===== config.mk =====
export PLATFORM = sky130hd
export DESIGN_NAME = rename_top
export DESIGN_NICKNAME = d
export VERILOG_FILES = /design/src/common/rename_pkg.sv /design/src/common/uop_pkg.sv /design/src/common/commit_if.sv /design/src/hw/rename_top.sv /design/src/rename/register_rename.sv /design/src/rename/map_table.sv /design/src/rename/free_list.sv
export VERILOG_INCLUDE_DIRS = /design/src /design/src/common
export SDC_FILE = /design/constraint.sdc
export NUM_CORES = 2
export LEC_CHECK = 0
export BUFFER_PORTS_ARGS = -buffer_cell sky130_fd_sc_hd__buf_2
export CELL_PAD_IN_SITES_DETAIL_PLACEMENT = 2
export CELL_PAD_IN_SITES_GLOBAL_PLACEMENT = 2
export CORE_ASPECT_RATIO = 1.25
export CORE_MARGIN = 1.5
export CORE_UTILIZATION = 42
export CTS_BUF_LIST = sky130_fd_sc_hd__clkbuf_4
export CTS_CLUSTER_SIZE = 28
export DETAILED_ROUTE_END_ITERATION = 10
export GPL_TIMING_DRIVEN = 0
export PLACE_DENSITY_LB_ADDON = 0.1
export SETUP_SLACK_MARGIN = 0.02
export SLEW_MARGIN = 20
export SYNTH_ARGS = -nofsm -noshare
export SYNTH_HDL_FRONTEND = slang
export SYNTH_SLANG_ARGS = --single-unit

===== constraint.sdc =====
create_clock -name clk -period 5.1 [get_ports clk]
set_input_delay 0.255 -clock clk [delete_from_list [all_inputs] [get_ports clk]]
set_output_delay 0.255 -clock clk [all_outputs]
set_load 0.01 [all_outputs]

===== src/common/rename_config.svh =====
`ifndef RENAME_CONFIG_SVH
`define RENAME_CONFIG_SVH

// architectural register count.
`define NUM_AREG 32

// physical register file size.
`define NUM_PREG 64

// pass-through tag carried with each micro-op.
`define TAG_W 8

`endif

===== src/common/rename_pkg.sv =====
`include "rename_config.svh"

package rename_pkg;

    typedef logic [$clog2(`NUM_AREG)-1:0] areg_t;
    typedef logic [$clog2(`NUM_PREG)-1:0] preg_t;
    typedef logic [$clog2(`NUM_PREG-`NUM_AREG):0] fl_ptr_t; // index plus wrap bit.

    typedef struct packed {
        areg_t rs1;
        areg_t rs2;
        areg_t rd;
        logic  wen;
    } rename_req_t;

    typedef struct packed {
        preg_t prs1;
        preg_t prs2;
        preg_t prd_stale; // old mapping of rd.
    } rename_resp_t;

    typedef struct packed {
        logic  wen;
        areg_t ard;
        preg_t prd_new;
        preg_t prd_stale; // goes back to the free list.
    } commit_info_t;

endpackage


===== src/common/uop_pkg.sv =====
`include "rename_config.svh"

package uop_pkg;

    import rename_pkg::*;

    typedef logic [`TAG_W-1:0] tag_t;

    // one micro-op as it leaves decode and after rename fills in the physical fields
    typedef struct packed {
        logic  valid;
        tag_t  tag;
        areg_t rs1;
        areg_t rs2;
        areg_t rd;
        logic  wen;
        preg_t prs1;
        preg_t prs2;
        preg_t prd;
        preg_t prd_stale;
    } uop_bundle_t;

endpackage


===== src/common/commit_if.sv =====
interface commit_if import rename_pkg::*; ();

    logic         valid0;
    commit_info_t info0;
    logic         valid1;
    commit_info_t info1; // younger of the two.

    modport src (
        output valid0,
        output info0,
        output valid1,
        output info1
    );

    modport sink (
        input valid0,
        input info0,
        input valid1,
        input info1
    );

endinterface


===== src/hw/rename_top.sv =====
module rename_top import rename_pkg::*; import uop_pkg::*; (
    input  logic  clk,
    input  logic  reset,
    input  logic  recover,
    input  logic  in0_valid,
    input  tag_t  in0_tag,
    input  areg_t in0_rs1,
    input  areg_t in0_rs2,
    input  areg_t in0_rd,
    input  logic  in0_wen,
    input  logic  in1_valid,
    input  tag_t  in1_tag,
    input  areg_t in1_rs1,
    input  areg_t in1_rs2,
    input  areg_t in1_rd,
    input  logic  in1_wen,
    output logic  out0_valid,
    output tag_t  out0_tag,
    output preg_t out0_prs1,
    output preg_t out0_prs2,
    output preg_t out0_prd,
    output preg_t out0_prd_stale,
    output logic  out1_valid,
    output tag_t  out1_tag,
    output preg_t out1_prs1,
    output preg_t out1_prs2,
    output preg_t out1_prd,
    output preg_t out1_prd_stale,
    input  logic  cm0_valid,
    input  logic  cm0_wen,
    input  areg_t cm0_ard,
    input  preg_t cm0_prd_new,
    input  preg_t cm0_prd_stale,
    input  logic  cm1_valid,
    input  logic  cm1_wen,
    input  areg_t cm1_ard,
    input  preg_t cm1_prd_new,
    input  preg_t cm1_prd_stale,
    output logic  allocatable
);

    uop_bundle_t in0;
    uop_bundle_t in1;
    uop_bundle_t out0;
    uop_bundle_t out1;

    commit_if i_commit_if ();

    // physical fields are filled in by rename.
    assign in0 = '{valid: in0_valid, tag: in0_tag, rs1: in0_rs1, rs2: in0_rs2, rd: in0_rd,
                   wen: in0_wen, default: '0};
    assign in1 = '{valid: in1_valid, tag: in1_tag, rs1: in1_rs1, rs2: in1_rs2, rd: in1_rd,
                   wen: in1_wen, default: '0};

    assign i_commit_if.valid0 = cm0_valid;
    assign i_commit_if.info0  = '{wen: cm0_wen, ard: cm0_ard, prd_new: cm0_prd_new,
                                  prd_stale: cm0_prd_stale};
    assign i_commit_if.valid1 = cm1_valid;
    assign i_commit_if.info1  = '{wen: cm1_wen, ard: cm1_ard, prd_new: cm1_prd_new,
                                  prd_stale: cm1_prd_stale};

    register_rename i_register_rename (
        .clk         (clk),
        .reset       (reset),
        .recover     (recover),
        .in0         (in0),
        .in1         (in1),
        .out0        (out0),
        .out1        (out1),
        .commit      (i_commit_if.sink),
        .allocatable (allocatable)
    );

    assign out0_valid     = out0.valid;
    assign out0_tag       = out0.tag;
    assign out0_prs1      = out0.prs1;
    assign out0_prs2      = out0.prs2;
    assign out0_prd       = out0.prd;
    assign out0_prd_stale = out0.prd_stale;

    assign out1_valid     = out1.valid;
    assign out1_tag       = out1.tag;
    assign out1_prs1      = out1.prs1;
    assign out1_prs2      = out1.prs2;
    assign out1_prd       = out1.prd;
    assign out1_prd_stale = out1.prd_stale;

endmodule


===== src/rename/register_rename.sv =====
module register_rename import rename_pkg::*; import uop_pkg::*; (
    input  logic        clk,
    input  logic        reset,
    input  logic        recover,
    input  uop_bundle_t in0,
    input  uop_bundle_t in1,
    output uop_bundle_t out0,
    output uop_bundle_t out1,
    commit_if.sink      commit,
    output logic        allocatable
);

    logic         slot_valid0;
    logic         slot_valid1;
    preg_t        prd0;
    preg_t        prd1;
    rename_req_t  req0;
    rename_req_t  req1;
    rename_resp_t resp0;
    rename_resp_t resp1;

    assign slot_valid0 = in0.valid && allocatable;
    assign slot_valid1 = in1.valid && allocatable;

    assign req0 = '{rs1: in0.rs1, rs2: in0.rs2, rd: in0.rd, wen: in0.wen};
    assign req1 = '{rs1: in1.rs1, rs2: in1.rs2, rd: in1.rd, wen: in1.wen};

    free_list i_free_list (
        .clk         (clk),
        .reset       (reset),
        .recover     (recover),
        .pop0        (slot_valid0 && in0.wen),
        .pop1        (slot_valid1 && in1.wen),
        .prd0        (prd0),
        .prd1        (prd1),
        .commit      (commit),
        .allocatable (allocatable)
    );

    map_table i_map_table (
        .clk      (clk),
        .reset    (reset),
        .recover  (recover),
        .valid0   (slot_valid0),
        .valid1   (slot_valid1),
        .req0     (req0),
        .req1     (req1),
        .prd_new0 (prd0),
        .prd_new1 (prd1),
        .resp0    (resp0),
        .resp1    (resp1),
        .commit   (commit)
    );

    always_comb begin
        out0           = in0;
        out0.valid     = slot_valid0;
        out0.prs1      = resp0.prs1;
        out0.prs2      = resp0.prs2;
        out0.prd       = prd0;
        out0.prd_stale = resp0.prd_stale;
    end

    always_comb begin
        out1           = in1;
        out1.valid     = slot_valid1;
        out1.prs1      = resp1.prs1;
        out1.prs2      = resp1.prs2;
        out1.prd       = prd1;
        out1.prd_stale = resp1.prd_stale;
    end

endmodule


===== src/rename/map_table.sv =====
`include "rename_config.svh"

module map_table import rename_pkg::*; (
    input  logic         clk,
    input  logic         reset,
    input  logic         recover,
    input  logic         valid0,
    input  logic         valid1,
    input  rename_req_t  req0,
    input  rename_req_t  req1,
    input  preg_t        prd_new0,
    input  preg_t        prd_new1,
    output rename_resp_t resp0,
    output rename_resp_t resp1,
    commit_if.sink       commit
);

    preg_t spec_map    [`NUM_AREG];
    preg_t cm_map      [`NUM_AREG];
    preg_t cm_map_next [`NUM_AREG];
    logic  write0;
    logic  write1;
    logic  cm_write0;
    logic  cm_write1;

    assign write0    = valid0 && req0.wen;
    assign write1    = valid1 && req1.wen;
    assign cm_write0 = commit.valid0 && commit.info0.wen;
    assign cm_write1 = commit.valid1 && commit.info1.wen;

    always_comb begin
        resp0.prs1      = spec_map[req0.rs1];
        resp0.prs2      = spec_map[req0.rs2];
        resp0.prd_stale = spec_map[req0.rd];
    end

    // slot 1 must see the destination slot 0 is allocating this cycle
    always_comb begin
        resp1.prs1      = spec_map[req1.rs1];
        resp1.prs2      = spec_map[req1.rs2];
        resp1.prd_stale = spec_map[req1.rd];
        if (write0 && req1.rs1 == req0.rd) begin
            resp1.prs1 = prd_new0;
        end
        if (write0 && req1.rs2 == req0.rd) begin
            resp1.prs2 = prd_new0;
        end
        if (write0 && req1.rd == req0.rd) begin
            resp1.prd_stale = prd_new0;
        end
    end

    always_comb begin
        cm_map_next = cm_map;
        if (cm_write0) begin
            cm_map_next[commit.info0.ard] = commit.info0.prd_new;
        end
        if (cm_write1) begin
            cm_map_next[commit.info1.ard] = commit.info1.prd_new; // younger commit wins.
        end
    end

    always_ff @(posedge clk) begin
        if (reset) begin
            for (int i = 0; i < `NUM_AREG; i++) begin
                cm_map[i] <= preg_t'(i); // identity map.
            end
        end else begin
            cm_map <= cm_map_next;
        end
    end

    always_ff @(posedge clk) begin
        if (reset) begin
            for (int i = 0; i < `NUM_AREG; i++) begin
                spec_map[i] <= preg_t'(i);
            end
        end else if (recover) begin
            spec_map <= cm_map_next; // includes this edge's commits.
        end else begin
            if (write0) begin
                spec_map[req0.rd] <= prd_new0;
            end
            if (write1) begin
                spec_map[req1.rd] <= prd_new1; // later write wins on equal rd.
            end
        end
    end

endmodule


===== src/rename/free_list.sv =====
`include "rename_config.svh"

module free_list import rename_pkg::*; (
    input  logic   clk,
    input  logic   reset,
    input  logic   recover,
    input  logic   pop0,
    input  logic   pop1,
    output preg_t  prd0,
    output preg_t  prd1,
    commit_if.sink commit,
    output logic   allocatable
);

    localparam int FL_DEPTH = `NUM_PREG - `NUM_AREG;
    localparam int IDX_W    = $clog2(FL_DEPTH);

    preg_t   fl_mem [FL_DEPTH];
    fl_ptr_t head;
    fl_ptr_t cm_head;
    fl_ptr_t tail;
    fl_ptr_t head_plus1;
    fl_ptr_t tail_slot1;
    fl_ptr_t cm_head_next;
    fl_ptr_t free_count;
    logic    push0;
    logic    push1;

    function automatic fl_ptr_t ptr_add(fl_ptr_t ptr, logic inc_a, logic inc_b);
        return ptr + fl_ptr_t'(inc_a) + fl_ptr_t'(inc_b);
    endfunction

    assign push0 = commit.valid0 && commit.info0.wen;
    assign push1 = commit.valid1 && commit.info1.wen;

    assign head_plus1   = head + fl_ptr_t'(1);
    assign tail_slot1   = ptr_add(tail, push0, 1'b0);
    assign cm_head_next = ptr_add(cm_head, push0, push1); // one step per committed write.

    assign prd0 = fl_mem[head[IDX_W-1:0]];
    assign prd1 = pop0 ? fl_mem[head_plus1[IDX_W-1:0]] : prd0;

    assign free_count  = tail - head; // wrap bit keeps full and empty apart.
    assign allocatable = free_count >= fl_ptr_t'(2);

    always_ff @(posedge clk) begin
        if (reset) begin
            head    <= '0;
            cm_head <= '0;
            tail    <= fl_ptr_t'(FL_DEPTH); // queue starts full.
        end else begin
            tail    <= ptr_add(tail, push0, push1);
            cm_head <= cm_head_next;
            if (recover) begin
                head <= cm_head_next; // drop every uncommitted allocation.
            end else begin
                head <= ptr_add(head, pop0, pop1);
            end
        end
    end

    // entries past the architectural range are free at power-up
    always_ff @(posedge clk) begin
        if (reset) begin
            for (int i = 0; i < FL_DEPTH; i++) begin
                fl_mem[i] <= preg_t'(`NUM_AREG + i);
            end
        end else begin
            if (push0) begin
                fl_mem[tail[IDX_W-1:0]] <= commit.info0.prd_stale;
            end
            if (push1) begin
                fl_mem[tail_slot1[IDX_W-1:0]] <= commit.info1.prd_stale;
            end
        end
    end

endmodule


==> key figures, run 1 <==
Outcome
  • Status: aborted with a tool error
  • Stopping stage: 5_1_grt
  • Tool error: [ERROR GRT-0116] Global routing finished with congestion. Check the congestion regions in the DRC Viewer.

GRT
  • Gr usage total: 68.66%
  • Vias in the first global route: 57,750
  • Largest net degree at the start of global routing: 20
  • Global route overflow: 28
  • First-pass GRT wire length: 507.8 mm

Synth
  • Post-synth top area cell: mux4_2
  • Main synth FF type: dfxtp_1
  • Synth Instances: 4,497
  • Seq/Total Area, Yosys: 31.61%
  • Post-synth top cells: 479 x nor2_1, 420 x mux4_2, 402 x dfxtp_1
  • Area share of the largest cell type after synthesis: 21.65%
  • Synth top area cells: mux4_2 22%, dfxtp_1 18%, edfxtp_1 13%
  • Ys async rst share: 0%
  • Count leader, synth: nor2_1
  • Synth unique cells: 95
  • Post-synth EDFFs: 192
  • Yosys reg bits: 594
  • Post-Synthesis Cell Area: 0.04370 mm²
  • Post-Syn Nets: 4,603
  • Post-synthesis average cell area: 9.717 µm²
  • Yosys warning total: 0

Die
  • Chip width: 291.5 µm
  • Die height: 363.6 µm
  • Core Rows: 132
  • Initial Util: 42.26%
  • I/O pins: 158

Clock tree
  • Clock buffer count from CTS: 164
  • H-tree depth: 4
  • Root buf cell: clkbuf_4
  • Clk sinks: 594
  • Clk buf depth: 3

Placement
  • HPWL Detailed: 239.6 mm
  • Port buffer count: 122
  • GP Congestion: 1.137
  • Dpl cell area: 0.04615 mm²
  • Worst slack at placement: -0.3019 ns
stage by stage:
stage	util, %	hold WS (ns)	std cells
after detailed placement	44.64	0.5598	5968
after floorplan	-	0.4445	4497
after global placement	44.48	0.5262	5959
after CTS	47.81	0.002644	6340
repair_timing:
| action | in CTS |
|---|---|
| hold buffers | 79 |
| endpoints found under the hold margin | 349 |
| setup endpoints to repair | 42 |
| resized for setup | 76 |
| pin swaps | 10 |
| setup buffers | 11 |
routing by layer:
layer,GRT overflow,track usage (%)
met1,0,68.16
met4,14,75.53
met5,0,7.769
met2,14,92.48
met3,0,42.42
logic make-up after synthesis:
family,after synthesis,share of synthesized area [%]
simple gates,1475,15.96
mux,689,27.87
flops,594,31.61
compound gates,1135,17.99
fa+ha+maj,16,0.5040
xor+xnor,35,0.7187
buf+inv,553,5.343
==> run 2, diff against run 1 <==
CELL_PAD_IN_SITES_DETAIL_PLACEMENT = unset   (was 2)
CELL_PAD_IN_SITES_GLOBAL_PLACEMENT = unset   (was 2)
CORE_ASPECT_RATIO = unset   (was 1.25)
CORE_UTILIZATION = 40   (was 42)
CTS_BUF_LIST = unset   (was sky130_fd_sc_hd__clkbuf_4)
CTS_CLUSTER_SIZE = unset   (was 28)
PLACE_DENSITY_LB_ADDON = 0.15   (was 0.1)
SETUP_SLACK_MARGIN = unset   (was 0.02)
==> run 2 against run 1 <==
Against the previous run:
- the flow now finishes, with violations (setup timing)
- synthesized cell count did not move
- area after synthesis stayed put
==> key figures, run 2 <==
Outcome
  • Status: complete, but fails checks
  • Failing checks: setup timing

Synth
  • Main synth FF type: dfxtp_1
  • Post-Syn Nets: 4,603
  • Post-Synthesis Cell Area: 0.04370 mm²
  • Ys async rst share: 0%
  • Post-synth top cells: 479 x nor2_1, 420 x mux4_2, 402 x dfxtp_1
  • Synth top area cells: mux4_2 22%, dfxtp_1 18%, edfxtp_1 13%
  • Yosys warning total: 0
  • Synth Instances: 4,497
  • Count leader, synth: nor2_1
  • Post-synth top area cell: mux4_2
  • Synth unique cells: 95
  • Area share of the largest cell type after synthesis: 21.65%
  • Post-synthesis average cell area: 9.717 µm²
  • Seq/Total Area, Yosys: 31.61%
  • Post-synth EDFFs: 192
  • Yosys reg bits: 594

Setup path
  • CP max FO: 10
  • Worst setup EP type: output port
  • Cell family with most CP delay: buffers and inverters
  • Slowest CP cell: buf_2
  • Worst path cell trace: buf_4 > buf_4 > buf_4 > mux4_2 > a22oi_1 > and4_1 > buf_2 > buf_2 > a21oi_1 > buf_2
  • WP data required: 4.85 ns
  • Worst setup path class: reg2out
  • Crit path buffers/inverters: 6
  • Reg2Reg Setup Slack: 0.16 ns
  • Delay of the slowest critical-path stage: 0.71 ns
  • Arr. time, crit path: 4.90 ns
  • Crit start category: flop

Finish
  • Final #Nets: 4,813
  • Non-Filler Instances: 6,187
  • Regs by FF count: i_register_rename.i_free_list.fl_mem: 192 flops, i_register_rename.i_map_table.cm_map: 192 flops, i_register_rename.i_map_table.spec_map: 192 flops
  • Most frequent cells in the layout: 473 x nor2_1, 420 x mux4_2, 402 x dfxtp_1
  • Commonest non-fill, non-tap cell in the layout: nor2_1
  • Footprint of the multi-input gates: 0.02768 mm²
  • Layout fillers: 10,610
  • Post-Layout Inst Area: 0.04891 mm²
  • Share of cells above drive strength 1: 20.18%
  • Register area: 0.01381 mm²
  • Area grow syn2layout: 11.93%

Routing
  • DRT Wirelength: 277.0 mm
  • DRC Markers: 0
  • Iter 0 DRT Violations: 6,909
  • Vias per inst: 7.312
  • Drt wl/cell: 44.76 µm
  • Antenna-violating nets left: 0
  • Number of iterations in the first detailed-routing pass: 8
  • DR vias: 45,240

GRT
  • Vias in the first global route: 42,340
  • Antenna violations before repair: 20
  • Gr usage total: 48.64%
  • Global route overflow: 0
  • Largest net degree at the start of global routing: 20
  • First-pass GRT wire length: 366.7 mm

STA
  • Final setup skew: 0.05675 ns
  • Final slew viol count: 0
  • Post-layout min period: 5.153 ns
  • Min Hold Slack: 0.04744 ns
  • Period utilization: 101.0%
  • TNS Setup: -0.2039 ns
  • Worst rel slew slack: 10.16%
  • Final number of hold-violating endpoints: 0
  • Least-Margin Pin Slew: 1.348 ns
  • Fmax: 0.1941 GHz
  • Slack of the critical path: -0.05273 ns
  • Final setup violation count: 5

Die
  • Chip width: 333.5 µm
  • Die height: 333.5 µm
  • Die area: 0.1112 mm²
  • Total core area: 0.1086 mm²
  • I/O pins: 158
  • Core Rows: 121
  • Initial Util: 40.25%

Clock tree
  • Worst-Skew Late Latency: 0.68 ns
  • Clock buffer count from CTS: 75
  • Clk buf depth: 3
  • Clk sinks: 594
  • Worst-path clk slew: 0.06 ns
  • H-tree depth: 3
  • Root buf cell: clkbuf_16
  • TritonCTS clock tree: done

Placement
  • HPWL Detailed: 215.8 mm
  • Post-placement cell count: 6,037
  • GP Congestion: 1.086
  • Port buffer count: 122
  • Dpl cell area: 0.04616 mm²

Power and ir drop
  • P_leak: 16.07 nW
  • Worst ir drop on vdd: 220.8 µV
  • Power Total: 15.00 mW
  • P per Cell Area: 306.7 mW/mm²

Hold path
  • HP Class: in2reg

Flow run
  • Maxcap violations: 0
run 2: cells by family after synthesis:
logic type,Yosys count,share of synthesized area [%]
fa+ha+maj,16,0.5040
simple gates,1475,15.96
compound gates,1135,17.99
xor+xnor,35,0.7187
mux,689,27.87
buf+inv,553,5.343
flops,594,31.61
run 2: area by class of cell:
cell class	instances	area share [%]
timing repair buffer	134	1.453
buffer	511	4.546
multi-input combinational	3350	56.60
sequential	594	28.24
tap	1414	3.617
clock inverter	24	0.5526
inverter	41	0.3198
antenna	10	0.05117
clock buffer	109	4.613
run 2: path summary, 6_finish.rpt:
kind                                                  from                                          to  depth (start not counted)
setup / recovery     i_register_rename.i_free_list.head[1]                                out1_prs2[3]                         10
hold / removal                            cm1_prd_stale[5]  i_register_rename.i_free_list.fl_mem[0][5]                          3
setup reg to reg     i_register_rename.i_free_list.head[1]       i_register_rename.i_free_list.head[4]                         19
hold reg to reg   i_register_rename.i_free_list.cm_head[4]    i_register_rename.i_free_list.cm_head[4]                          2
run 2: layer usage:
| metal | vias up | wire [µm] | global-route usage [%] |
|---|---|---|---|
| met5 | - | 96 | 0 |
| met3 | 991 | 33920 | 17.06 |
| met4 | 14 | 28720 | 40.44 |
| met1 | 22600 | 97200 | 56.68 |
| met2 | 3695 | 117000 | 71.89 |
| li1 | 17940 | - | - |
run 2: power by group:
group          leakage, nW  internal, mW  switching [mW]
Clock                 1.24          3.24            2.40
Combinational         9.98          1.08            3.09
Sequential            4.85          4.98           0.210
run 2: what timing repair did:
item,in CTS,in global routing
gates cloned,0,0
gates resized for setup,16,11
endpoints found under the hold margin,4,0
hold buffers,3,0
setup buffers,2,0
pin swaps,3,1
endpoints found under the setup margin,47,28
run 2: stage by stage:
stage / setup WS (ns) / utilization [%]
floorplan: 1.092 / -
global placement: -0.7390 / 42.45
detailed placement: -0.7006 / 42.52
CTS: 0.0002318 / 44.94
global route: -0.01857 / 45.04
finish: -0.05273 / 45.06
run 2: worst min-delay path: cells and delay by family:
kind / cells / cell delay (ns)
AO/OA/AOI/OAI: 1 / 0.07
buffers and inverters: 2 / 0.23
No activity file was read; power rests on OpenSTA's default activity.
